<file path="src/design/i2c_cfg.svh">
`ifndef I2C_CFG_SVH
`define I2C_CFG_SVH

// Core clock cycles per quarter of one SCL period
`define I2C_QTR_DIV    4

// Entries in each byte FIFO
`define I2C_FIFO_DEPTH 8

// Byte count width, up to 15 bytes per transaction
`define I2C_CNT_W      4

`endif

</file>
<file path="src/design/i2c_host_pkg.sv">
`include "i2c_cfg.svh"

package i2c_host_pkg;

    // Transfer direction, same value as the R/W bit on the bus
    typedef enum logic {
        DIR_WRITE = 1'b0,
        DIR_READ  = 1'b1
    } i2c_dir_t;

    // Completion status returned with cmd_ack
    typedef enum logic [1:0] {
        ST_OK        = 2'd0,  // All bytes moved
        ST_ADDR_NACK = 2'd1,  // Nobody answered the address
        ST_DATA_NACK = 2'd2   // Target refused a written byte
    } i2c_status_t;

    typedef logic [`I2C_CNT_W-1:0] byte_count_t;  // Requested or moved bytes

endpackage

</file>
<file path="src/design/i2c_host_port.sv">
`timescale 1ns/100ps

module i2c_host_port
    import i2c_host_pkg::*;
(
    input  logic        i2c_clk,
    input  logic        rst,
    input  logic        cmd_req,
    input  logic [6:0]  cmd_addr,
    input  i2c_dir_t    cmd_dir,
    input  byte_count_t cmd_len,
    input  logic        done,         // Engine finished, one cycle
    input  i2c_status_t done_status,
    input  byte_count_t done_xfer,
    output logic        cmd_ack,
    output i2c_status_t cmd_status,
    output byte_count_t cmd_xfer,
    output logic        start,        // One-cycle kick to engine
    output logic [6:0]  xfer_addr,
    output i2c_dir_t    xfer_dir,
    output byte_count_t xfer_len
);

    typedef enum logic [1:0] {
        P_WAIT,  // Idle, ack low
        P_BUSY,  // Engine running
        P_ACK    // Result shown until req drops
    } port_state_t;

    port_state_t state;

    always_ff @(posedge i2c_clk or posedge rst) begin
        if (rst) begin
            state   <= P_WAIT;
            start   <= 1'b0;
            cmd_ack <= 1'b0;
        end else begin
            start <= 1'b0;  // Pulse only
            case (state)
                P_WAIT: begin
                    if (cmd_req) begin
                        start <= 1'b1;
                        state <= P_BUSY;
                    end
                end
                P_BUSY: begin
                    if (done) begin
                        cmd_ack <= 1'b1;  // Cycle after done
                        state   <= P_ACK;
                    end
                end
                P_ACK: begin
                    if (!cmd_req) begin
                        cmd_ack <= 1'b0;  // Four-phase return to zero
                        state   <= P_WAIT;
                    end
                end
                default: state <= P_WAIT;
            endcase
        end
    end

    // Transaction and result latches
    always_ff @(posedge i2c_clk) begin
        if (state == P_WAIT && cmd_req) begin
            xfer_addr <= cmd_addr;
            xfer_dir  <= cmd_dir;
            xfer_len  <= cmd_len;
        end
        if (state == P_BUSY && done) begin
            cmd_status <= done_status;
            cmd_xfer   <= done_xfer;
        end
    end

    // Host must keep the command still until it sees ack
    a_cmd_stable: assert property (@(posedge i2c_clk) disable iff (rst)
        (cmd_req && !cmd_ack && $past(cmd_req) && !$past(cmd_ack))
            |-> $stable({cmd_addr, cmd_dir, cmd_len}))
        else $error("command fields changed during request");

endmodule

</file>
<file path="config.mk">
export PLATFORM = sky130hd
export DESIGN_NAME = i2c_host_port
export DESIGN_NICKNAME = d
export VERILOG_FILES = /design/src/design/i2c_host_pkg.sv /design/src/design/i2c_host_port.sv
export VERILOG_INCLUDE_DIRS = /design/src /design/src/design
export SDC_FILE = /design/constraint.sdc
export NUM_CORES = 1
export LEC_CHECK = 0
export ABC_CLOCK_PERIOD_IN_PS = 3290
export BUFFER_PORTS_ARGS = -buffer_cell sky130_fd_sc_hd__clkbuf_2
export CORE_MARGIN = 1
export CORE_UTILIZATION = 25
export DETAILED_ROUTE_END_ITERATION = 10
export PLACE_DENSITY = 0.52
export SYNTH_ARGS = -nofsm -noshare
export SYNTH_HDL_FRONTEND = slang
export SYNTH_SLANG_ARGS = --single-unit
</file>
<file path="constraint.sdc">
create_clock -name i2c_clk -period 3.29 [get_ports i2c_clk]
set_input_delay 0.4935 -clock i2c_clk [delete_from_list [all_inputs] [get_ports i2c_clk]]
set_output_delay 0.4935 -clock i2c_clk [all_outputs]
set_load 0.005 [all_outputs]
</file>
[After elaboration in Yosys (flattened, before gate mapping)]
Index checks and enable logic that the tools add are counted.
Operators by class
  equal/unequal tests: 5
  mux-type cells: 9
  reductions and logical operators: 6
Operators by type and width (number)
  2-to-1 mux 2 bit: 3
  != test 2 bit (second input constant): 3
  one-hot mux 2 bit (3 select lines): 1
  AND reduction 3 bit: 2
  2-to-1 mux 1 bit: 4
  equality test 2 x 1 -> 1 bit (second input constant): 1
  equality test 2 bit (second input constant): 1
  logical AND 1 bit: 2
  zero test 2 bit: 1
  one-hot mux 1 bit (2 select lines): 1
  nonzero test 2 bit: 1
Storage, ports and cells
  register bits: 22
  bits of input ports: 22
  output and inout port bits: 20

[Longest topological paths before layout]
  depth after elaboration: 3
  depth in mapped cells: 2
  gate-level depth less buffers: 2

[Worst setup path before layout]
Ideal clock, no wire load.
  path type: flip-flop to flip-flop
  from: register state[0]
  to: register xfer_addr[0], enable pin
  data arrival time: 1.108 ns
  setup slack: 1.801 ns
  stages on the path, launching flop included: 3
  path buffers: 0
  path through: dfrtp_1 nand2b_4 nor2_1
Between the ends
  longest elaborated chain between the ends: 2
Ends and longest elaborated chain
  from (decl): RTL line i2c_host_port.sv:30  | port_state_t state;
  from (signal assigned): RTL line i2c_host_port.sv:34  | state <= P_WAIT;
  from (signal assigned): RTL line i2c_host_port.sv:43  | state <= P_BUSY;
  from (signal assigned): RTL line i2c_host_port.sv:49  | state <= P_ACK;
  zero test 2 bit: RTL line i2c_host_port.sv:65  | if (state == P_WAIT && cmd_req) begin
  logical AND 1 bit: RTL line i2c_host_port.sv:65
  to (signal assigned): RTL line i2c_host_port.sv:66  | xfer_addr <= cmd_addr;
  to (decl): RTL line i2c_host_port.sv:19  | output logic [6:0] xfer_addr,
No other way between the ends.
A chain may end at the register's enable or synchronous reset.

[Final worst setup path]
  from: register state[0]
  to: register xfer_addr[3], enable pin
The elaborated chain is that of the path after synthesis.

==> impl_summary.log <==
[metrics] XOR/XNOR Fraction of Synth Area: 0%
[metrics] footprint of the multi-input gates: between 60 and 70 um2
[metrics] setup TNS after final layout: 0 ns
[metrics] Post-synth EDFFs: 18
[metrics] Setup Buffers After CTS: 0
[metrics] vias after detailed routing: roughly 420
[metrics] critical-path maximum fanout: 13
[metrics] source of the worst register-to-register timing path: state[0]
[metrics] area share of the largest cell type after synthesis: 76.2%
[metrics] static power due to leakage: 0.433 nW
[metrics] worst setup slack for register-to-register paths: between 1.5 and 2 ns
[metrics] initial antenna violation count: 0
[metrics] Post-Synthesis Cell Area: roughly 710 um2
[metrics] largest cells by area after synthesis: sky130_fd_sc_hd__edfxtp_1 76%, sky130_fd_sc_hd__dfrtp_1 14%, sky130_fd_sc_hd__nand2b_4 1.9%
[metrics] total of warnings raised by yosys: 0
[metrics] Ant. Diodes: 0
[metrics] worst setup skew after layout: between 0.004 and 0.005 ns
[metrics] routed wire length per instance: 11.3 um
[metrics] final clock period utilization by the worst path: 51.1%
[metrics] Die Footprint: 3050 um2
[metrics] Critical Path RT: 3.22 ns
[metrics] synthesized instance count: 33
[metrics] clock buffers created by TritonCTS: 3
[metrics] maximum number of buffers from clock root to sink: 2
[metrics] Die Wd: 55.3 um
[metrics] top-level I/O count: 42
[metrics] number of setup violations in the final report: 0
[metrics] Routed Antenna Nets: 0
[metrics] Slew Limit Headroom: 36.6%
[metrics] placeable core area: 2570 um2
[metrics] arithmetic-cell share of the synthesized area counting full adders, half adders and majority gates: 0%
[metrics] maximum clock frequency: 595 MHz
[metrics] clock tree from TritonCTS: yes
[metrics] clk sink count: 22
[metrics] Via density: 3.93
[metrics] Port Buffers: 41
[metrics] area fraction in and, or, nand and nor cells after synthesis: 4.41%
[metrics] result of the run: completed
[metrics] startpoint kind of the worst setup timing path: flop
[metrics] final hold slack: 0.0376 ns
[metrics] GRT overflow: 0
[metrics] pin count of the biggest net entering global routing: 14
[metrics] starting DRC count in detailed routing: 6
[metrics] Peak VDD IR: 0.257 mV
[metrics] actual slew at the worst max-slew pin: 0.947 ns
[metrics] first-pass GRT wire length: around 2000 um
[metrics] H-tree levels: 1
[metrics] share of post-route cells with drive strength above 1: 59.0%
[metrics] net count reported at finish: 101
[metrics] most numerous cell types in the synthesized netlist: 18 x sky130_fd_sc_hd__edfxtp_1, 4 x sky130_fd_sc_hd__dfrtp_1, 2 x sky130_fd_sc_hd__nor2_1, 2 x sky130_fd_sc_hd__o21ai_1
[metrics] number of global-route vias before repair: 452
[metrics] arrival time at the worst endpoint: 1.61 ns
[metrics] mux share of post-synthesis cell area: between 1 and 1.5%
[metrics] number of non-filler instances in the completed layout: 108
[metrics] number of distinct library cells after synthesis: 11
[metrics] time the final worst path needs with I/O delays and setup: 1.68 ns
[metrics] last weighted congestion value of the routability-driven placer: 0.666
[metrics] clock transition at the register clock pins on the worst setup and hold paths after CTS: 0.11 ns
[metrics] clock root buffer: sky130_fd_sc_hd__clkbuf_4
[metrics] insertion delay to the later sink of the worst-skew pair: between 0.2 and 0.3 ns
[metrics] proportion of synthesized flip-flops having asynchronous set or reset: 18.2%
[metrics] Detailed Route WL: roughly 1200 um
[metrics] Cell Rows: 18
[metrics] Post-Syn Nets: 55
[metrics] Critical Path End Type: flop
[metrics] Initial DRT Pass Iterations: 4
[metrics] area taken by flip-flops and latches: 641 um2
[metrics] hold buffer count at CTS: 0
[metrics] hold violation total from the final report: 0
[metrics] power density over the cells: between 600 and 700 nW/um2
[metrics] post-route DRC violation count: 0
[metrics] cell count after placement: about 100
[metrics] flip-flop and latch count after synthesis: 22
[metrics] final number of max-transition violations: 0
[metrics] most frequently used cell type in the post-synthesis netlist: sky130_fd_sc_hd__edfxtp_1
[metrics] Die Y-Extent: 55.3 um
[metrics] # Max-Cap Violations: 0
[metrics] register area share after synthesis: about nine tenths
[metrics] path class of the lowest-slack min-delay path: in -> async
[metrics] starting density of the core: 27.6%
[metrics] FILL cells: 264
[metrics] critical path start-end classification: reg -> reg
[metrics] Synth Area per Inst: ~21 um2
[metrics] post-synth top area cell: sky130_fd_sc_hd__edfxtp_1
[metrics] setup repair after global routing missed its margin: no
[metrics] Syn-to-layout area delta: 37.9%
[metrics] Post-DP HPWL: 975 um
[metrics] start point of the critical path: state[0]
[metrics] all-layer global routing usage: just under 9%
[metrics] number of gates resized after CTS: 0
[metrics] largest family of logic cells by synthesized area: simple AND/OR/NAND/NOR gates
[metrics] primary flip-flop cell chosen by synthesis mapping: sky130_fd_sc_hd__edfxtp_1
[metrics] Synth Area in Compound Gates: 3.35%
power by group:
group / internal [mW] / switching [mW]
clock network: 0.0471 / 0.0716
logic: 0.0618 / 0.0665
registers: 0.382 / 0.0311
total: 0.491 / 0.169
kinds of logic (layout without fill, tap and decap cells):
family,count (synthesis),in the layout
buffers and inverters,1,46
AND/OR/NAND/NOR,5,5
AO/OA/AOI/OAI,4,4
multiplexers,1,1
flip-flops,22,22
final cells by class:
class                           count  share of cell area (%)
Multi-Input combinational cell     10                    6.65
Clock buffer                        4                    2.69
Tap cell                           30                    3.84
Inverter                            1                   0.384
Sequential cell                    22                    65.5
Timing Repair Buffer               41                    21.0
layer usage:
metal,global-route usage [%],vias up,wire length (um)
li1,-,213,-
met1,7.66,182,433
met2,16.2,25,663
met3,3.04,4,78
met4,7.50,0,43
met5,0,-,0
cells in the final DEF (no fill, tap or decap):
cell,synthesis,final
sky130_fd_sc_hd__nand2b_4,1,1
sky130_fd_sc_hd__a21oi_2,1,1
sky130_fd_sc_hd__nor2_1,2,2
sky130_fd_sc_hd__mux2i_1,1,1
sky130_fd_sc_hd__o21ai_1,2,2
sky130_fd_sc_hd__nand2_1,1,1
sky130_fd_sc_hd__edfxtp_1,18,18
sky130_fd_sc_hd__dfrtp_1,4,4
sky130_fd_sc_hd__clkbuf_1,0,1
sky130_fd_sc_hd__clkbuf_2,0,41
sky130_fd_sc_hd__inv_1,1,1
sky130_fd_sc_hd__nand2b_1,1,1
sky130_fd_sc_hd__clkbuf_4,0,3
sky130_fd_sc_hd__a21oi_1,1,1
critical path: stages (launching register included):
cell                       delay (ns)
sky130_fd_sc_hd__dfrtp_1         0.43
sky130_fd_sc_hd__nand2b_4        0.17
sky130_fd_sc_hd__nor2_1          0.72
stage by stage:
| step | worst slack, ns | instance area, um2 | util (%) | power [mW] |
|---|---|---|---|---|
| final | 1.61 | 978 | 38.1 | 0.660 |
| after global routing | 1.50 | 978 | 38.1 | 0.701 |
| after CTS | 1.58 | 978 | 38.1 | 0.672 |
| after detailed placement | 1.48 | 952 | 37.1 | 0.552 |
| after global placement | 1.50 | 952 | 37.1 | 0.548 |
| after floorplan | 1.80 | 709 | - | 0.475 |
flip-flops by register name, indices dropped and copies added, names as in the netlist:
signal and flops:
xfer_addr 7, cmd_xfer 4, xfer_len 4, cmd_status 2, state 2, cmd_ack 1, start 1, xfer_dir 1
final timing paths:
kind,to,cells after the start
max,xfer_addr[3],2
min,start,2
max reg2reg,xfer_addr[3],2
min reg2reg,state[0],1
max in group asynchronous,cmd_ack,2
min in group i2c_clk,xfer_len[0],1
Power figures use the tool's default switching activity.
