===== src/design/i2c_cfg.svh =====
`ifndef I2C_CFG_SVH
`define I2C_CFG_SVH

// Core clock cycles per quarter of one SCL period
`define I2C_QTR_DIV    4

// Entries in each byte FIFO
`define I2C_FIFO_DEPTH 8

// Byte count width, up to 15 bytes per transaction
`define I2C_CNT_W      4

`endif


===== src/design/i2c_bus_pkg.sv =====
package i2c_bus_pkg;

    // Bus sequencer states
    typedef enum logic [3:0] {
        IDLE,        // Lines released, waiting for start
        START,       // SDA falls while SCL high
        ADDRESS,     // 7-bit address plus R/W, MSB first
        ADDR_ACK,    // Target acknowledges address
        WRITE_DATA,  // Byte out, MSB first
        DATA_ACK,    // Target acknowledges written byte
        READ_DATA,   // Byte in, MSB first
        MASTER_ACK,  // ACK, or NACK on last byte
        STOP         // SDA rises while SCL high
    } bus_state_t;

    typedef logic [2:0] bit_idx_t;  // Bit position 7 down to 0

endpackage


===== src/design/i2c_host_pkg.sv =====
`include "i2c_cfg.svh"

package i2c_host_pkg;

    // Transfer direction, same value as the R/W bit on the bus
    typedef enum logic {
        DIR_WRITE = 1'b0,
        DIR_READ  = 1'b1
    } i2c_dir_t;

    // Completion status returned with cmd_ack
    typedef enum logic [1:0] {
        ST_OK        = 2'd0,  // All bytes moved
        ST_ADDR_NACK = 2'd1,  // Nobody answered the address
        ST_DATA_NACK = 2'd2   // Target refused a written byte
    } i2c_status_t;

    typedef logic [`I2C_CNT_W-1:0] byte_count_t;  // Requested or moved bytes

endpackage


===== src/design/i2c_bit_engine.sv =====
`timescale 1ns/100ps

module i2c_bit_engine
    import i2c_bus_pkg::*, i2c_host_pkg::*;
(
    input  logic        i2c_clk,
    input  logic        rst,
    input  logic        start,
    input  logic [6:0]  xfer_addr,
    input  i2c_dir_t    xfer_dir,
    input  byte_count_t xfer_len,
    input  logic        tick,         // Quarter boundary from timer
    input  logic [1:0]  phase,        // Quarter ending on this tick
    input  logic [7:0]  tx_byte,      // Transmit FIFO head
    input  logic        tx_empty,
    input  logic        rx_full,
    input  logic        scl_in,       // Pin readback
    input  logic        sda_in,
    output logic        run,
    output logic        hold,
    output logic        tx_pop,
    output logic        rx_push,
    output logic [7:0]  rx_byte,
    output logic        scl_low,      // Open-drain pull enables
    output logic        sda_low,
    output logic        done,
    output i2c_status_t done_status,
    output byte_count_t done_xfer
);

    bus_state_t  state;
    bit_idx_t    bit_idx;
    logic [7:0]  shreg;      // Address, write or read byte
    byte_count_t xfer_cnt;   // Bytes acknowledged so far
    byte_count_t cnt_next;
    i2c_status_t status;
    logic        acked;      // Sampled ACK bit
    logic        q0, q1, q2, q3;

    // Quarter strobes; SCL low in 0-1, high in 2-3
    assign q0 = tick && (phase == 2'd0);
    assign q1 = tick && (phase == 2'd1);
    assign q2 = tick && (phase == 2'd2);
    assign q3 = tick && (phase == 2'd3);

    assign cnt_next = xfer_cnt + 1'b1;
    assign run      = (state != IDLE);

    // Stall in quarter 0 with SCL already low
    assign hold = (phase == 2'd0) &&
                  ((state == WRITE_DATA && bit_idx == 3'd7 && tx_empty) ||
                   (state == MASTER_ACK && rx_full));

    assign tx_pop      = q0 && (state == WRITE_DATA) && (bit_idx == 3'd7);  // Fetch at MSB
    assign rx_push     = q0 && (state == MASTER_ACK);                        // Byte complete
    assign rx_byte     = shreg;
    assign done_status = status;
    assign done_xfer   = xfer_cnt;

    always_ff @(posedge i2c_clk or posedge rst) begin
        if (rst) begin
            state    <= IDLE;
            bit_idx  <= 3'd7;
            shreg    <= 8'h00;
            xfer_cnt <= '0;
            status   <= ST_OK;
            acked    <= 1'b0;
            scl_low  <= 1'b0;
            sda_low  <= 1'b0;
            done     <= 1'b0;
        end else begin
            done <= 1'b0;
            if (q1) scl_low <= 1'b0;                    // SCL rises
            if (q3 && state != STOP) scl_low <= 1'b1;   // SCL falls, STOP leaves it high
            case (state)
                IDLE: begin
                    if (start) begin
                        shreg    <= {xfer_addr, xfer_dir};
                        xfer_cnt <= '0;
                        status   <= ST_OK;
                        state    <= START;
                    end
                end
                START: begin
                    if (q1) sda_low <= 1'b1;  // START condition
                    if (q3) begin
                        bit_idx <= 3'd7;
                        state   <= ADDRESS;
                    end
                end
                ADDRESS: begin
                    if (q0) sda_low <= ~shreg[bit_idx];
                    if (q3) begin
                        if (bit_idx == 3'd0) state <= ADDR_ACK;
                        else bit_idx <= bit_idx - 1'b1;
                    end
                end
                ADDR_ACK: begin
                    if (q0) sda_low <= 1'b0;     // Let target drive
                    if (q2) acked <= ~sda_in;
                    if (q3) begin
                        bit_idx <= 3'd7;
                        if (!acked) begin
                            status <= ST_ADDR_NACK;
                            state  <= STOP;
                        end else if (xfer_len == '0) begin
                            state <= STOP;        // Address-only probe
                        end else if (xfer_dir == DIR_READ) begin
                            state <= READ_DATA;
                        end else begin
                            state <= WRITE_DATA;
                        end
                    end
                end
                WRITE_DATA: begin
                    if (q0) begin
                        if (bit_idx == 3'd7) begin
                            shreg   <= tx_byte;   // Popped this cycle
                            sda_low <= ~tx_byte[7];
                        end else begin
                            sda_low <= ~shreg[bit_idx];
                        end
                    end
                    if (q3) begin
                        if (bit_idx == 3'd0) state <= DATA_ACK;
                        else bit_idx <= bit_idx - 1'b1;
                    end
                end
                DATA_ACK: begin
                    if (q0) sda_low <= 1'b0;
                    if (q2) acked <= ~sda_in;
                    if (q3) begin
                        bit_idx <= 3'd7;
                        if (!acked) begin
                            status <= ST_DATA_NACK;  // Refused byte not counted
                            state  <= STOP;
                        end else begin
                            xfer_cnt <= cnt_next;
                            state    <= (cnt_next == xfer_len) ? STOP : WRITE_DATA;
                        end
                    end
                end
                READ_DATA: begin
                    if (q0) sda_low <= 1'b0;
                    if (q2) shreg[bit_idx] <= sda_in;  // MSB arrives first
                    if (q3) begin
                        if (bit_idx == 3'd0) state <= MASTER_ACK;
                        else bit_idx <= bit_idx - 1'b1;
                    end
                end
                MASTER_ACK: begin
                    if (q0) begin
                        sda_low  <= (cnt_next != xfer_len);  // NACK on last byte
                        xfer_cnt <= cnt_next;
                    end
                    if (q3) begin
                        bit_idx <= 3'd7;
                        state   <= (xfer_cnt == xfer_len) ? STOP : READ_DATA;
                    end
                end
                STOP: begin
                    if (q0) sda_low <= 1'b1;  // SDA low under SCL low
                    if (q2) sda_low <= 1'b0;  // STOP condition
                    if (q3) begin
                        done  <= 1'b1;
                        state <= IDLE;
                    end
                end
                default: state <= IDLE;
            endcase
        end
    end

    // Data on the wire (ours or the target's) only moves under SCL high for START/STOP
    a_sda_stable_scl_high: assert property (@(posedge i2c_clk) disable iff (rst)
        (scl_in && $past(scl_in) && (sda_in != $past(sda_in)))
            |-> ($past(state) inside {START, STOP}))
        else $error("SDA changed while SCL high");

endmodule


===== config.mk =====
export PLATFORM = sky130hd
export DESIGN_NAME = i2c_bit_engine
export DESIGN_NICKNAME = d
export VERILOG_FILES = /design/src/design/i2c_bus_pkg.sv /design/src/design/i2c_host_pkg.sv /design/src/design/i2c_bit_engine.sv
export VERILOG_INCLUDE_DIRS = /design/src /design/src/design
export SDC_FILE = /design/constraint.sdc
export NUM_CORES = 1
export LEC_CHECK = 0
export BUFFER_PORTS_ARGS = -buffer_cell sky130_fd_sc_hd__buf_2
export CORE_MARGIN = 4
export CORE_UTILIZATION = 45
export CTS_BUF_LIST = sky130_fd_sc_hd__clkbuf_2 sky130_fd_sc_hd__clkbuf_4 sky130_fd_sc_hd__clkbuf_8
export CTS_CLUSTER_SIZE = 20
export DETAILED_ROUTE_END_ITERATION = 7
export PLACE_DENSITY = 0.69
export REMOVE_ABC_BUFFERS = 1
export SYNTH_ARGS = -nofsm -noshare
export SYNTH_HDL_FRONTEND = slang
export SYNTH_SLANG_ARGS = --single-unit

===== constraint.sdc =====
create_clock -name i2c_clk -period 2.65 [get_ports i2c_clk]
set_input_delay 0.3975 -clock i2c_clk [delete_from_list [all_inputs] [get_ports i2c_clk]]
set_output_delay 0.3975 -clock i2c_clk [all_outputs]
set_load 0.05 [all_outputs]

== After elaboration in Yosys (flattened, before gate mapping) ==
Index checks and enable logic that the tools add are counted.

* Bits in latches: 0
* Memories kept: 0
* Input bits: 30
* Register bits: 25
* RAM bits: 0
* ROM bits: 0

* Reductions and logical operators: 36
* $lt $le $gt $ge: 2
* Div/mod/pow operators: 0
* Equal/unequal tests: 42
* Bitwise gates (word level): 3
* Multiplexer cells: 57
* Add/sub/neg operators: 2
* Multipliers: 0
* Shift-type cells: 0

{| class="wikitable"
|+ Operator list
! kind !! number
|-
| 2-to-1 mux 4 bit || 21
|-
| inequality test 2 bit (second input constant) || 20
|-
| case mux 4 bit (9 select lines) || 1
|-
| 2-to-1 mux 8 bit || 4
|-
| case mux 8 bit (3 select lines) || 1
|-
| equality test 4 x 3 -> 1 bit (second input constant) || 4
|-
| 2-to-1 mux 1 bit || 14
|-
| logical AND 1 bit || 13
|-
| 2-to-1 mux 2 bit || 6
|-
| case mux 4 bit (3 select lines) || 1
|-
| AND reduction 12 bit || 1
|-
| inequality test 2 x 1 -> 1 bit (second input constant) || 5
|-
| AND reduction 5 bit || 2
|-
| 2-to-1 mux 3 bit || 3
|-
| nonzero test 3 bit || 3
|-
| bitwise mux 8 bit || 1
|-
| equality test 4 x 2 -> 1 bit (second input constant) || 2
|-
| equality test 4 bit || 2
|-
| logical NOT 4 bit || 2
|-
| AND reduction 7 bit || 1
|-
| case mux 1 bit (6 select lines) || 1
|-
| case mux 2 bit (3 select lines) || 1
|-
| case mux 3 bit (2 select lines) || 1
|-
| AND reduction 6 bit || 1
|-
| other kinds (26) || 31
|}

== Logic depth before layout (Yosys ltp) ==
* Depth after elaboration: 7
* Gate-level depth with buffers: 7
* Gate-level depth less buffers: 6

== Worst setup path before layout ==
OpenSTA, ideal clock, no wires.

* Kind: register to output
* Start: register bit_idx[1]
* End: output hold
* Setup slack: -0.033 ns
* Required time: 2.253 ns
* Cell stages (with the launch flop): 6
* Data arrival time: 2.286 ns
* Cell sequence: dfstp_2 ha_1 nand2_1 nor4_1 a22oi_1 nor3_1

* Longest elaborated chain between the ends: 5

{| class="wikitable"
|+ Ends and longest elaborated chain
! element !! RTL line !! text
|-
| from (decl) || i2c_bit_engine.sv:32 || <nowiki>bit_idx_t bit_idx;</nowiki>
|-
| from (signal assigned) || i2c_bit_engine.sv:95 || <nowiki>else bit_idx <= bit_idx - 1'b1;</nowiki>
|-
| from (signal assigned) || i2c_bit_engine.sv:126 || <nowiki>else bit_idx <= bit_idx - 1'b1;</nowiki>
|-
| from (signal assigned) || i2c_bit_engine.sv:148 || <nowiki>else bit_idx <= bit_idx - 1'b1;</nowiki>
|-
| equality test 3 bit || i2c_bit_engine.sv:51 || <nowiki>((state == WRITE_DATA && bit_idx == 3'd7 && tx_empty) ||</nowiki>
|-
| logical AND 1 bit (2 in a row) || i2c_bit_engine.sv:51 ||
|-
| logical OR 1 bit || i2c_bit_engine.sv:51 ||
|-
| logical AND 1 bit || i2c_bit_engine.sv:50 || <nowiki>assign hold = (phase == 2'd0) &&</nowiki>
|-
| to (decl) || i2c_bit_engine.sv:20 || <nowiki>output logic hold,</nowiki>
|}

No other way between the ends.

== Final worst setup path ==
* Start: register bit_idx[0]
* End: output hold

The elaborated chain is that of the path after synthesis.

==> qor.yml <==
dieHeight_um: 74.8
finalNetCount: 306
drc: 0
grt_use_met2: 0.308
post-place-ws_ps: 344
fin_area_um2: 2320
ys_ff_latch: 25
synth_area_um2: 2010
gp_congestion: 0.885
area_growth_pct: 15.5
yosys-top-cells-area: "dfrtp_1 27%, dfstp_2 3.9%, nand2_1 3.4%"
h-tree-depth: 1
final.setup.worst_slack_ps: 185
powerDensity_nw_per_um2: 1050
cp.required_ps: 2250
crit_path_cell_trace: "ha_1 > nand2_1 > nor4_2 > a22oi_1 > nor3_1 > clkbuf_4"
r2r_start: "state[2]$_DFFE_PP0P_"
vdd_drop_max_mv: 0.440
synth_top_cell_by_area: "dfrtp_1"
wl_um: 5160
synthTopCellsByCount: "22 x dfrtp_1, 18 x nand2_1, 15 x nor2_1, 12 x o21ai_1"
cts_made_buffers: 3
synth_cell_types: 65
period_share: 0.930
yosysWarningCount: 0
cts_resized: 0
status: "finished, final reports clean"
ctsHoldBuffers: 0
leakagePower_nw: 1.07
crit_type: "register to output port"
fillers: 434
multi_input_area_um2: 1260
grtUsageMet1: 0.279
grt_pass1_wl_um: 8480
cts_buffer_depth: 2
seq_area_um2: 629
max_stage_delay_ps: 630
path_clk_slew_ps: 90
hold_violations: 0
fin_skew_ps: 4.48
post_dp_cell_area_um2: 2260
grt_use_met3: 0.0280
period_needed_ps: 2460
grt_overflow: 0
final_max_slew_viol_count: 0
drtIter0Drc: 90
r2r_slack_ps: 500
num_rows: 24
yosysMostFrequentCell: "dfrtp_1"
vias: 1912
start_util: 0.464
synth_top_area_frac: 0.274
worst-path-stages: 6
max_slew.worst_pin.slew_ps: 952
ys_async_sr_fraction: 1.00
startpoint: "bit_idx[0]$_DFFE_PP1P_"
wl_per_cell_um: 16.0
clock.fmax_mhz: 406
hold_path_class: "input port to asynchronous set/reset pin"
setup_tns_ps: 0
start_kind: "register"
synthCells: 229
avgViaCountPerCell: 5.92
ant_nets: 0
crit_path_end_kind: "output port"
seq_area_frac_synth: 0.314
cp_num_buf_inv: 1
crit_family: "flip-flops"
portBuffers: 49
crit_end: "hold"
critPathSlowestCell: "dfstp_2"
r2r.worst_path.cells: 5
die_area_um2: 5590
die_w_um: 74.8
top_usage_layer: "met2"
drt_pass1_iterations: 4
layout-drive-gt1-share: 0.284
post_cts_buffers: 0
setup_viol: 0
io_pins: 51
timing.rr.end: "rx_byte[7]$_DFFE_PP0P_"
dp_hpwl_um: 3970
crit_fanout: 10
clk-insertion-delay-late_ps: 280
synthFlopType: "dfrtp_1"
num_antenna_cells: 0
grt_max_degree: 25
antenna_found_initial: 0
synth-edff-count: 0
cp.arrival_ps: 2070
first_global_vias: 1748
maxCapViolations: 0
grt_usage: 0.196
postSynthAreaPerCell_um2: 8.76
tritoncts: "yes"
cts.sinks: 25
root_buffer: "clkbuf_8"
slew_headroom: 0.364
coreArea_um2: 4320
## report_power, final
group          internal, mW  total (mW)  switching [mW]  leakage (nW)
combinational         0.513        1.45           0.933         0.728
clock                 0.118       0.246           0.128        0.0262
sequential            0.526       0.742           0.216         0.314
## placed cells by master (no fill, tap or decap), types with 7 or more instances in the layout
master / instances
a21oi_1: 8
nor2_1: 15
nand3_1: 7
o21ai_0: 10
o21ai_1: 12
nand2_1: 18
dfrtp_1: 22
nand2b_1: 10
inv_1: 8
buf_2: 48
## registers in the layout, summed over array words and instances (netlist names)
name / flops
acked: 1
bit_idx: 3
done: 1
done_status: 2
done_xfer: 4
rx_byte: 8
scl_low: 1
sda_low: 1
state: 4
## worst min path at each step
stage | startpoint | to | slack (ps) | depth (start not counted)
global route | sda_in | acked$_DFFE_PP0P_ | 370 | 2
detailed placement | done_status[1]$_DFFE_PP0P_ | done_status[1]$_DFFE_PP0P_ | 480 | 1
global placement | done_status[0]$_DFFE_PP0P_ | done_status[0]$_DFFE_PP0P_ | 480 | 1
floorplan | rst | acked$_DFFE_PP0P_ | 420 | 1
finish | rst | state[2]$_DFFE_PP0P_ | 320 | 2
CTS | rst | state[2]$_DFFE_PP0P_ | 360 | 2
## logic make-up after synthesis
kind of cell	synth area share
simple gates	0.258
flops	0.314
xor+xnor	0.0305
fa+ha+maj	0.0249
buf+inv	0.0636
compound gates	0.272
mux	0.0368
## worst register-to-register path, cell delays in order (launching register included)
cell and delay (ps):
dfrtp_1 670, and2b_1 230, nand2b_1 250, o31ai_4 490, o21ai_0 160, a22o_1 250
## stage by stage
stage                     hold WS, ps   util  cells  total power [mW]
after floorplan                   423      -    213              1.79
after global placement            477  0.523    319              2.16
after detailed placement          477  0.523    319              2.18
after CTS                         355  0.534    323              2.44
after global routing              365  0.536    323              2.61
final                             323  0.536    323              2.43
## final cells by class
type                    instances  share of cell area
multi-input cells             179               0.542
flip-flops and latches         25               0.271
repair buffers                 54               0.123
well taps                      52              0.0281
clock buffers                   4              0.0210
inverters                       9              0.0146
## layer usage
layer,vias to the layer above,routed length (um)
met4,0,96
met3,9,231
li1,944,-
met1,914,2440
met5,-,0
met2,45,2400
(Power assumes the default switching activity.)
