<file path="config.mk">
export PLATFORM = sky130hd
export DESIGN_NAME = i2c_scl_timer
export DESIGN_NICKNAME = d
export VERILOG_FILES = /design/src/design/i2c_scl_timer.sv
export VERILOG_INCLUDE_DIRS = /design/src /design/src/design
export SDC_FILE = /design/constraint.sdc
export NUM_CORES = 1
export LEC_CHECK = 0
export ABC_AREA = 1
export BUFFER_PORTS_ARGS = -buffer_cell sky130_fd_sc_hd__buf_2
export CELL_PAD_IN_SITES_DETAIL_PLACEMENT = 1
export CELL_PAD_IN_SITES_GLOBAL_PLACEMENT = 2
export CORE_AREA = 2 2 39 41
export CTS_BUF_LIST = sky130_fd_sc_hd__clkbuf_16
export CTS_CLUSTER_DIAMETER = 80
export DETAILED_ROUTE_END_ITERATION = 8
export DIE_AREA = 0 0 41 43
export GPL_ROUTABILITY_DRIVEN = 0
export GPL_TIMING_DRIVEN = 1
export PLACE_DENSITY_LB_ADDON = 0.12
export SLEW_MARGIN = 15
export SYNTH_ARGS = -nofsm -noshare
export SYNTH_HDL_FRONTEND = slang
export SYNTH_SLANG_ARGS = --single-unit
</file>
<file path="constraint.sdc">
create_clock -name i2c_clk -period 1.24 [get_ports i2c_clk]
set_input_delay 0.248 -clock i2c_clk [delete_from_list [all_inputs] [get_ports i2c_clk]]
set_output_delay 0.248 -clock i2c_clk [all_outputs]
set_load 0.005 [all_outputs]
</file>
<file path="src/design/i2c_cfg.svh">
`ifndef I2C_CFG_SVH
`define I2C_CFG_SVH

// Core clock cycles per quarter of one SCL period
`define I2C_QTR_DIV    4

// Entries in each byte FIFO
`define I2C_FIFO_DEPTH 8

// Byte count width, up to 15 bytes per transaction
`define I2C_CNT_W      4

`endif

</file>
<file path="src/design/i2c_scl_timer.sv">
`timescale 1ns/100ps
`include "i2c_cfg.svh"

module i2c_scl_timer (
    input  logic       i2c_clk,
    input  logic       rst,
    input  logic       run,    // Low keeps the divider cleared
    input  logic       hold,   // Freeze count and phase
    output logic       tick,   // One cycle per quarter period
    output logic [1:0] phase   // Quarter within the SCL bit
);

    localparam int DIV   = `I2C_QTR_DIV;
    localparam int CNT_W = (DIV > 1) ? $clog2(DIV) : 1;

    logic [CNT_W-1:0] cnt;  // Cycles inside current quarter

    assign tick = run && !hold && (cnt == CNT_W'(DIV - 1));  // Last cycle of quarter

    always_ff @(posedge i2c_clk or posedge rst) begin
        if (rst) begin
            cnt   <= '0;
            phase <= 2'd0;
        end else if (!run) begin
            cnt   <= '0;  // Every transfer starts at quarter 0
            phase <= 2'd0;
        end else if (!hold) begin
            if (tick) begin
                cnt   <= '0;
                phase <= phase + 2'd1;  // Wraps after quarter 3
            end else begin
                cnt <= cnt + 1'b1;
            end
        end
    end

endmodule

</file>
-- After elaboration in Yosys (flattened, before gate mapping)
Cells that the tools add are included.
- flip-flop bits (word level): 4
- logic and storage cells: 17
- add/subtract/negate cells: 2
- equal/unequal tests: 3
- muxes and demuxes: 6
- reduce and logical (&&, ||, !) cells: 4
- operators by type and width (cell ; number):
    $mux W2 ; 6
    $add A2 B1 Y2 const B ; 2
    $eq A2 B2 Y1 const B ; 1
    $logic_and A1 B1 Y1 ; 2
    $ne A2 B1 Y1 const B ; 1
    $ne A2 B2 Y1 const B ; 1
    $reduce_and A2 Y1 ; 1
    $logic_not A1 Y1 ; 1

-- Logic depth before layout (Yosys ltp)
Gate-level depths: netlist of run 1.
- depth in word-level cells: 6
- depth in mapped cells: 5
- gate-level depth less buffers: 5

-- Least setup slack after synthesis of run 1
OpenSTA, ideal clock, no wires.
- kind: reg-to-output
- from: register cnt[0]
- to: output tick
- arrival time: 738 ps
- setup slack: 254 ps
- stages on the path, launching flop included: 4
- buffers on the path: 0
- cell sequence: dfrtp_1 ha_1 nand2_1 nor2_1
- longest elaborated chain between the ends: 2
- RTL lines (item ; RTL line ; source):
    start: declaration ; i2c_scl_timer.sv:16 ; logic [CNT_W-1:0] cnt;
    start signal: assignment ; i2c_scl_timer.sv:32 ; cnt <= cnt + 1'b1;
    $eq A2 B2 Y1 ; i2c_scl_timer.sv:18 ; assign tick = run && !hold && (cnt == CNT_W'(DIV - 1));
    $logic_and A1 B1 Y1 ; i2c_scl_timer.sv:18 ;
    end: declaration ; i2c_scl_timer.sv:9 ; output logic tick,
Every way passes these cells.

-- Worst setup path in the final report of run 1
- from: register cnt[1]
- to: output tick
Same word-level chain as after synthesis.

==> results.py, run 1 <==
metrics = {
    "yosys": {
        "synth.avg_cell_area_um2": 7.55,
        "yosys.area_share.simple": 0.355,
        "synth_fp_nets": 33,
        "synth_mux_area_frac": 0,
        "syn_inst": 28,
        "seq_area_frac_synth": 0.473,
        "ys_warn_count": 0,
        "synth-compound-area-share": 0.0237,
        "syn_area_um2": 211,
        "synth_xor_area_frac": 0,
        "synth_fa_ha_area_frac": 0.0592,
        "ys_seq_elements": 4,
        "synth_top_family_by_area": "simple AND/OR/NAND/NOR gates",
        "synth_cell_types": 10,
    },
    "critical_path": {
        "crit_chain": "ha_4 -> nand2_1 -> nor2_1 -> buf_2",
        "required_ps": 990,
        "reg2regPathDepth": 4,
        "critPathSlowestCell": "dfrtp_1",
        "startpoint_type": "flop",
        "crit_fanout": 2,
        "max_stage_delay_ps": 400,
        "rr_startpoint": "cnt[1]$_DFFE_PP0P_",
        "crit_buf_inv": 1,
        "worst-r2r-setup-slack_ps": 210,
        "crit_arrival_ps": 990,
        "reg2reg_to": "phase[0]$_DFFE_PP0P_",
        "critPathTopFamily": "flip-flops",
        "worstSetupPathType": "reg -> out",
        "end_kind": "primary output",
    },
    "final_layout": {
        "fin_cells": 56,
        "regArea_um2": 100,
        "fin_area_um2": 374,
        "fillers": 162,
        "area_growth_pct": 76.9,
        "multi_input_area_um2": 105,
        "final_nets": 47,
        "antennaDiodeCount": 0,
        "drive_gt1_frac": 0.350,
        "utilization": 0.270,
    },
    "timing": {
        "finalCritPeriodShare": 0.996,
        "fin_skew_ps": 0.633,
        "report.final.slew_viol_count": 0,
        "maxSlewHeadroom": 0.903,
        "rsz0062_at_grt": "yes",
        "hold_ws_ps": 294,
        "setup_viol": 0,
        "setup_ws_ps": 5.37,
        "min_period_ps": 1230,
        "timing.fmax_mhz": 810,
        "worst_pin_slew_ps": 145,
        "finalHoldViolCount": 0,
        "finalSetupTns_ps": 0,
    },
    "cts": {
        "cts_sinks": 4,
        "cts_max_level": 1,
        "cts_tree": "built",
        "max-clock-path-buffers": 2,
        "cts_buffers": 3,
        "clk_pin_slew_ps": 30,
        "root_buffer": "clkbuf_16",
        "clock_latency_ps": 220,
    },
    "global_routing": {
        "grt.total_usage": 0.0797,
        "grt_first_pass_wirelength_um": 890,
        "antenna_found_initial": 0,
        "overflow": 0,
        "grt_pass1_vias": 221,
        "grt_start_max_net_pins": 6,
    },
    "die": {
        "start_util": 0.153,
        "fp.coreArea_mm2": 0.00138,
        "num_io_pins": 7,
        "die_h_um": 43,
        "die-area_mm2": 0.00176,
        "die_w_um": 41,
        "rows": 14,
    },
    "job": {
        "cap_violations": 0,
    },
    "drt": {
        "viasPerCell": 3.75,
        "wire_per_inst_um": 9.23,
        "ant_nets": 0,
        "initialDrtViolationCount": 0,
        "routed_wl_um": 517,
        "dr.pass1.iters": 1,
        "vias": 210,
        "drc": 0,
    },
    "worst_hold_path": {
        "holdPathStages": 3,
        "hold_path_class": "in -> reg",
        "holdPathEnd": "phase[1]$_DFFE_PP0P_",
        "min_from": "run",
    },
    "power_and_ir_drop": {
        "peakVddDrop_uv": 885,
        "power_mw": 0.678,
        "power_density_mw_per_mm2": 1810,
        "total_leakage_power_nw": 0.200,
    },
    "placement": {
        "dp.final_hpwl_um": 400,
        "dpl-instance-area_um2": 262,
        "dp_slack_ps": 96.4,
        "dpl.cell_count": 50,
        "io_buffers": 6,
    },
    "outcome": {
        "status": "completed",
    },
}
sequential cells by signal, indices dropped and copies added, names as in the netlist:
register,flops
cnt,2
phase,2
cells in the mapped netlist, drive strengths merged:
library cell	number	area, µm²
inv	5	18.8
a21oi	1	5.00
nor2	5	18.8
nand3	3	20.0
nand4	1	6.26
dfrtp	4	100
ha	1	12.5
nand2	8	30.0
tightest hold or removal path: stages:
cell,delay [ps]
buf_2,130
nand2_1,60
nor2_1,40
layer usage:
layer,routed length (µm),vias up,global-route usage
li1,-,110,-
met1,237,96,0.0980
met5,0,-,0
met4,0,0,0.0800
met2,251,4,0.0969
met3,27,0,0.0314
kinds of logic after synthesis:
family / after synthesis
AND/OR/NAND/NOR: 17
buffers and inverters: 5
flip-flops: 4
AO/OA/AOI/OAI: 1
adder cells (fa/ha/maj): 1
worst max-delay path by stage:
stage | from | endpoint | slack, ps | cells past startpoint
6_report | cnt[1]$_DFFE_PP0P_ | tick | 5 | 4
5_1_grt | cnt[1]$_DFFE_PP0P_ | tick | -60 | 4
4_1_cts | cnt[1]$_DFFE_PP0P_ | tick | -2 | 4
3_5_place_dp | cnt[0]$_DFFE_PP0P_ | tick | 100 | 4
3_3_place_gp | cnt[0]$_DFFE_PP0P_ | tick | 100 | 4
2_1_floorplan | cnt[0]$_DFFE_PP0P_ | tick | 250 | 3
layout by cell type, fill, tap and decap left out, drive strengths merged:
master       n
a21oi        1
inv          5
clkbuf       3
ha           1
nand4        1
nor2         5
buf          8
nand2        8
dlygate4sd3  1
nand3        3
dfrtp        4
cell type report:
class                      instances  area share
tap                               16      0.0535
timing repair buffer               9       0.147
sequential                         4       0.268
clock buffer                       3       0.201
inverter                           5      0.0502
multi-input combinational         19       0.281
report_power, final:
group	internal [mW]	total [mW]	leakage [nW]	switching, mW
Combinational	0.0202	0.0411	0.109	0.0209
Clock	0.411	0.494	0.0370	0.0823
Sequential	0.137	0.143	0.0545	0.00605
Total	0.569	0.678	0.200	0.109
repair_timing:
action                                  in CTS  in global routing
hold endpoints to repair                     4                  0
setup buffers                                2                  0
endpoints found under the setup margin       1                  1
pin swaps                                    2                  0
hold buffers                                 1                  0
gates resized for setup                      2                  0
Power figures use the tool's default switching activity.
==> run 2, diff against run 1 <==
--- a/config.mk
+++ b/config.mk
@@ -6,8 +6,8 @@
 export SDC_FILE = /design/constraint.sdc
 export NUM_CORES = 1
 export LEC_CHECK = 0
-export ABC_AREA = 1
-export BUFFER_PORTS_ARGS = -buffer_cell sky130_fd_sc_hd__buf_2
+export ABC_AREA = 0
+export BUFFER_PORTS_ARGS = -buffer_cell sky130_fd_sc_hd__buf_4
 export CELL_PAD_IN_SITES_DETAIL_PLACEMENT = 1
 export CELL_PAD_IN_SITES_GLOBAL_PLACEMENT = 2
 export CORE_AREA = 2 2 39 41
==> run 2 against run 1 <==
The run now ends with negative setup slack left; die area stayed put; flip-flop and latch count stayed put; total power is 0.51% higher; register-to-register slack worse by 180 ps; synthesized cell count is 36% lower; sequential share of layout area is 1.9 points lower; via count is 13% lower; cell count is 14% lower; global-route usage is 0.22 points lower; worst setup slack worse by 160 ps; utilization is 2.1 points higher; critical path type unchanged; critical endpoint unchanged; largest power group unchanged; highest routed layer is now met4.
==> results.py, run 2 <==
metrics = {
    "outcome": {
        "violations": "negative setup slack",
        "status": "finished, violations left",
    },
    "yosys": {
        "synth_fp_nets": 23,
        "syn_area_um2": 199,
        "synth_cell_types": 11,
        "synth_top_area_frac": 0.503,
        "yosysMostFrequentCell": "dfrtp_1",
        "netlist_top_cells_count": "4 x dfrtp_1, 3 x and2_1, 3 x nor2b_1",
        "ys_warn_count": 0,
        "synth_area_leaders": "dfrtp_1 50%, and2_1 9.4%, nor2b_1 9.4%",
        "ys_seq_elements": 4,
        "synth_top_area_cell": "dfrtp_1",
        "async_reset_ff_frac": 1.00,
        "synth_ff_type": "dfrtp_1",
        "syn_inst": 18,
        "seq_area_frac_synth": 0.503,
        "synth-edff-count": 0,
        "synth.avg_cell_area_um2": 11.1,
    },
    "global_routing": {
        "grt_start_max_net_pins": 6,
        "grt_pass1_vias": 211,
        "overflow": 0,
        "grt.total_usage": 0.0775,
        "grt_first_pass_wirelength_um": 841,
        "antenna_found_initial": 0,
    },
    "final_layout": {
        "final_cell_mix": "9 x buf_4, 4 x dfrtp_1, 3 x clkbuf_16",
        "fillers": 160,
        "area_growth_pct": 103,
        "final_nets": 39,
        "fin_area_um2": 403,
        "reg.largest.list": "cnt: 2 flops, phase: 2 flops",
        "drive_gt1_frac": 0.531,
        "multi_input_area_um2": 115,
        "regArea_um2": 100,
        "fin_cells": 48,
        "mostFrequentLayoutCell": "buf_4",
        "antennaDiodeCount": 0,
    },
    "drt": {
        "ant_nets": 0,
        "wire_per_inst_um": 10.9,
        "initialDrtViolationCount": 1,
        "dr.pass1.iters": 2,
        "viasPerCell": 3.79,
        "routed_wl_um": 524,
        "vias": 182,
        "drc": 0,
    },
    "timing": {
        "setup_ws_ps": -150,
        "hold_ws_ps": 282,
        "timing.fmax_mhz": 719,
        "finalSetupTns_ps": -150,
        "min_period_ps": 1390,
        "fin_skew_ps": 0.573,
        "maxSlewHeadroom": 0.885,
        "report.final.slew_viol_count": 0,
        "rsz0062_at_grt": "yes",
        "finalHoldViolCount": 0,
        "setup_viol": 1,
        "finalCritPeriodShare": 1.12,
        "worst_pin_slew_ps": 173,
    },
    "critical_path": {
        "reg2reg_to": "phase[0]$_DFFE_PP0P_",
        "reg2regPathDepth": 5,
        "max_stage_delay_ps": 380,
        "worst-r2r-setup-slack_ps": 30,
        "worstSetupPathType": "reg -> out",
        "end_kind": "primary output",
        "critPathSlowestCell": "dfrtp_1",
        "required_ps": 990,
        "crit_arrival_ps": 1140,
        "crit_chain": "ha_2 -> nor2b_4 -> and2_4 -> buf_6",
        "startpoint_type": "flop",
        "rr_startpoint": "cnt[1]$_DFFE_PP0P_",
        "crit_fanout": 2,
    },
    "worst_hold_path": {
        "hold_path_class": "in -> reg",
        "min_from": "run",
        "holdPathEnd": "phase[1]$_DFFE_PP0P_",
        "holdPathStages": 2,
    },
    "cts": {
        "max-clock-path-buffers": 2,
        "cts_max_level": 1,
        "clock_latency_ps": 220,
        "cts_tree": "built",
        "cts_buffers": 3,
        "clk_pin_slew_ps": 30,
        "cts_sinks": 4,
        "root_buffer": "clkbuf_16",
    },
    "power_and_ir_drop": {
        "total_leakage_power_nw": 0.198,
        "power_density_mw_per_mm2": 1690,
        "peakVddDrop_uv": 849,
    },
    "placement": {
        "dpl-instance-area_um2": 279,
        "io_buffers": 6,
        "dp_slack_ps": -10.9,
        "dpl.cell_count": 42,
    },
    "die": {
        "fp.coreArea_mm2": 0.00138,
        "start_util": 0.144,
        "die-area_mm2": 0.00176,
        "die_w_um": 41,
        "die_h_um": 43,
        "rows": 14,
        "num_io_pins": 7,
    },
    "job": {
        "cap_violations": 0,
    },
}
-- run 2: cell count changes after synthesis, moves of 2 or more --
cell,delta
nor2_1,-5
inv_1,-3
nor2b_1,+3
and2_1,+3
nand3_1,-2
nand2_1,-8
-- run 2: how the worst max path moves through the flow --
stage	start	to	slack, ps
2_1_floorplan	cnt[0]$_DFFE_PP0P_	tick	110
3_3_place_gp	cnt[0]$_DFFE_PP0P_	tick	3
3_5_place_dp	cnt[0]$_DFFE_PP0P_	tick	-10
4_1_cts	cnt[1]$_DFFE_PP0P_	tick	-190
5_1_grt	cnt[0]$_DFFE_PP0P_	tick	-180
6_report	cnt[1]$_DFFE_PP0P_	tick	-150
-- run 2: timing repair --
action	4_1_cts	5_1_grt
buffers inserted	1	1
hold buffers	1	0
endpoints found under the setup margin	1	2
hold endpoints to repair	4	0
resized for setup	3	3
pin swaps	2	2
-- run 2: metal layers --
layer | track usage | up-vias | part of all wire | wire length (µm)
met3 | 0.0209 | 2 | 0.059 | 31
met4 | 0.100 | 0 | 0.015 | 8
li1 | - | 85 | - | -
met2 | 0.106 | 5 | 0.53 | 278
met1 | 0.0779 | 90 | 0.39 | 205
met5 | 0 | - | 0 | 0
-- run 2: critical path: cells and delay by family, from the launching register on --
family	cells	cell delay, ps
buffers and inverters	1	110
adder cells (fa/ha/maj)	1	180
flip-flops	1	380
AND/OR/NAND/NOR	2	250
-- run 2: kinds of logic after synthesis --
logic type               synth area share
AND/OR/NAND/NOR                     0.252
flip-flops                          0.503
XOR/XNOR                           0.0881
AO/OA/AOI/OAI                      0.0251
buffers and inverters              0.0188
multiplexers                       0.0503
adder cells (fa/ha/maj)            0.0629
-- run 2: cell type report --
class,count,area share
Timing Repair Buffer,11,0.220
Tap cell,16,0.0497
Sequential cell,4,0.248
Clock buffer,3,0.186
Multi-Input combinational cell,13,0.286
Inverter,1,0.00932
-- run 2: stage by stage --
step / utilization / power, mW
after floorplan: - / 0.157
after global placement: 0.202 / 0.176
after detailed placement: 0.202 / 0.177
after CTS: 0.276 / 0.690
after global routing: 0.291 / 0.717
final: 0.291 / 0.681
-- run 2: power breakdown --
group          internal [mW]  leakage (nW)  switching [mW]  total (mW)
sequential             0.137        0.0545         0.00365       0.140
clock                  0.412        0.0370          0.0856       0.497
combinational         0.0264         0.107          0.0175      0.0439
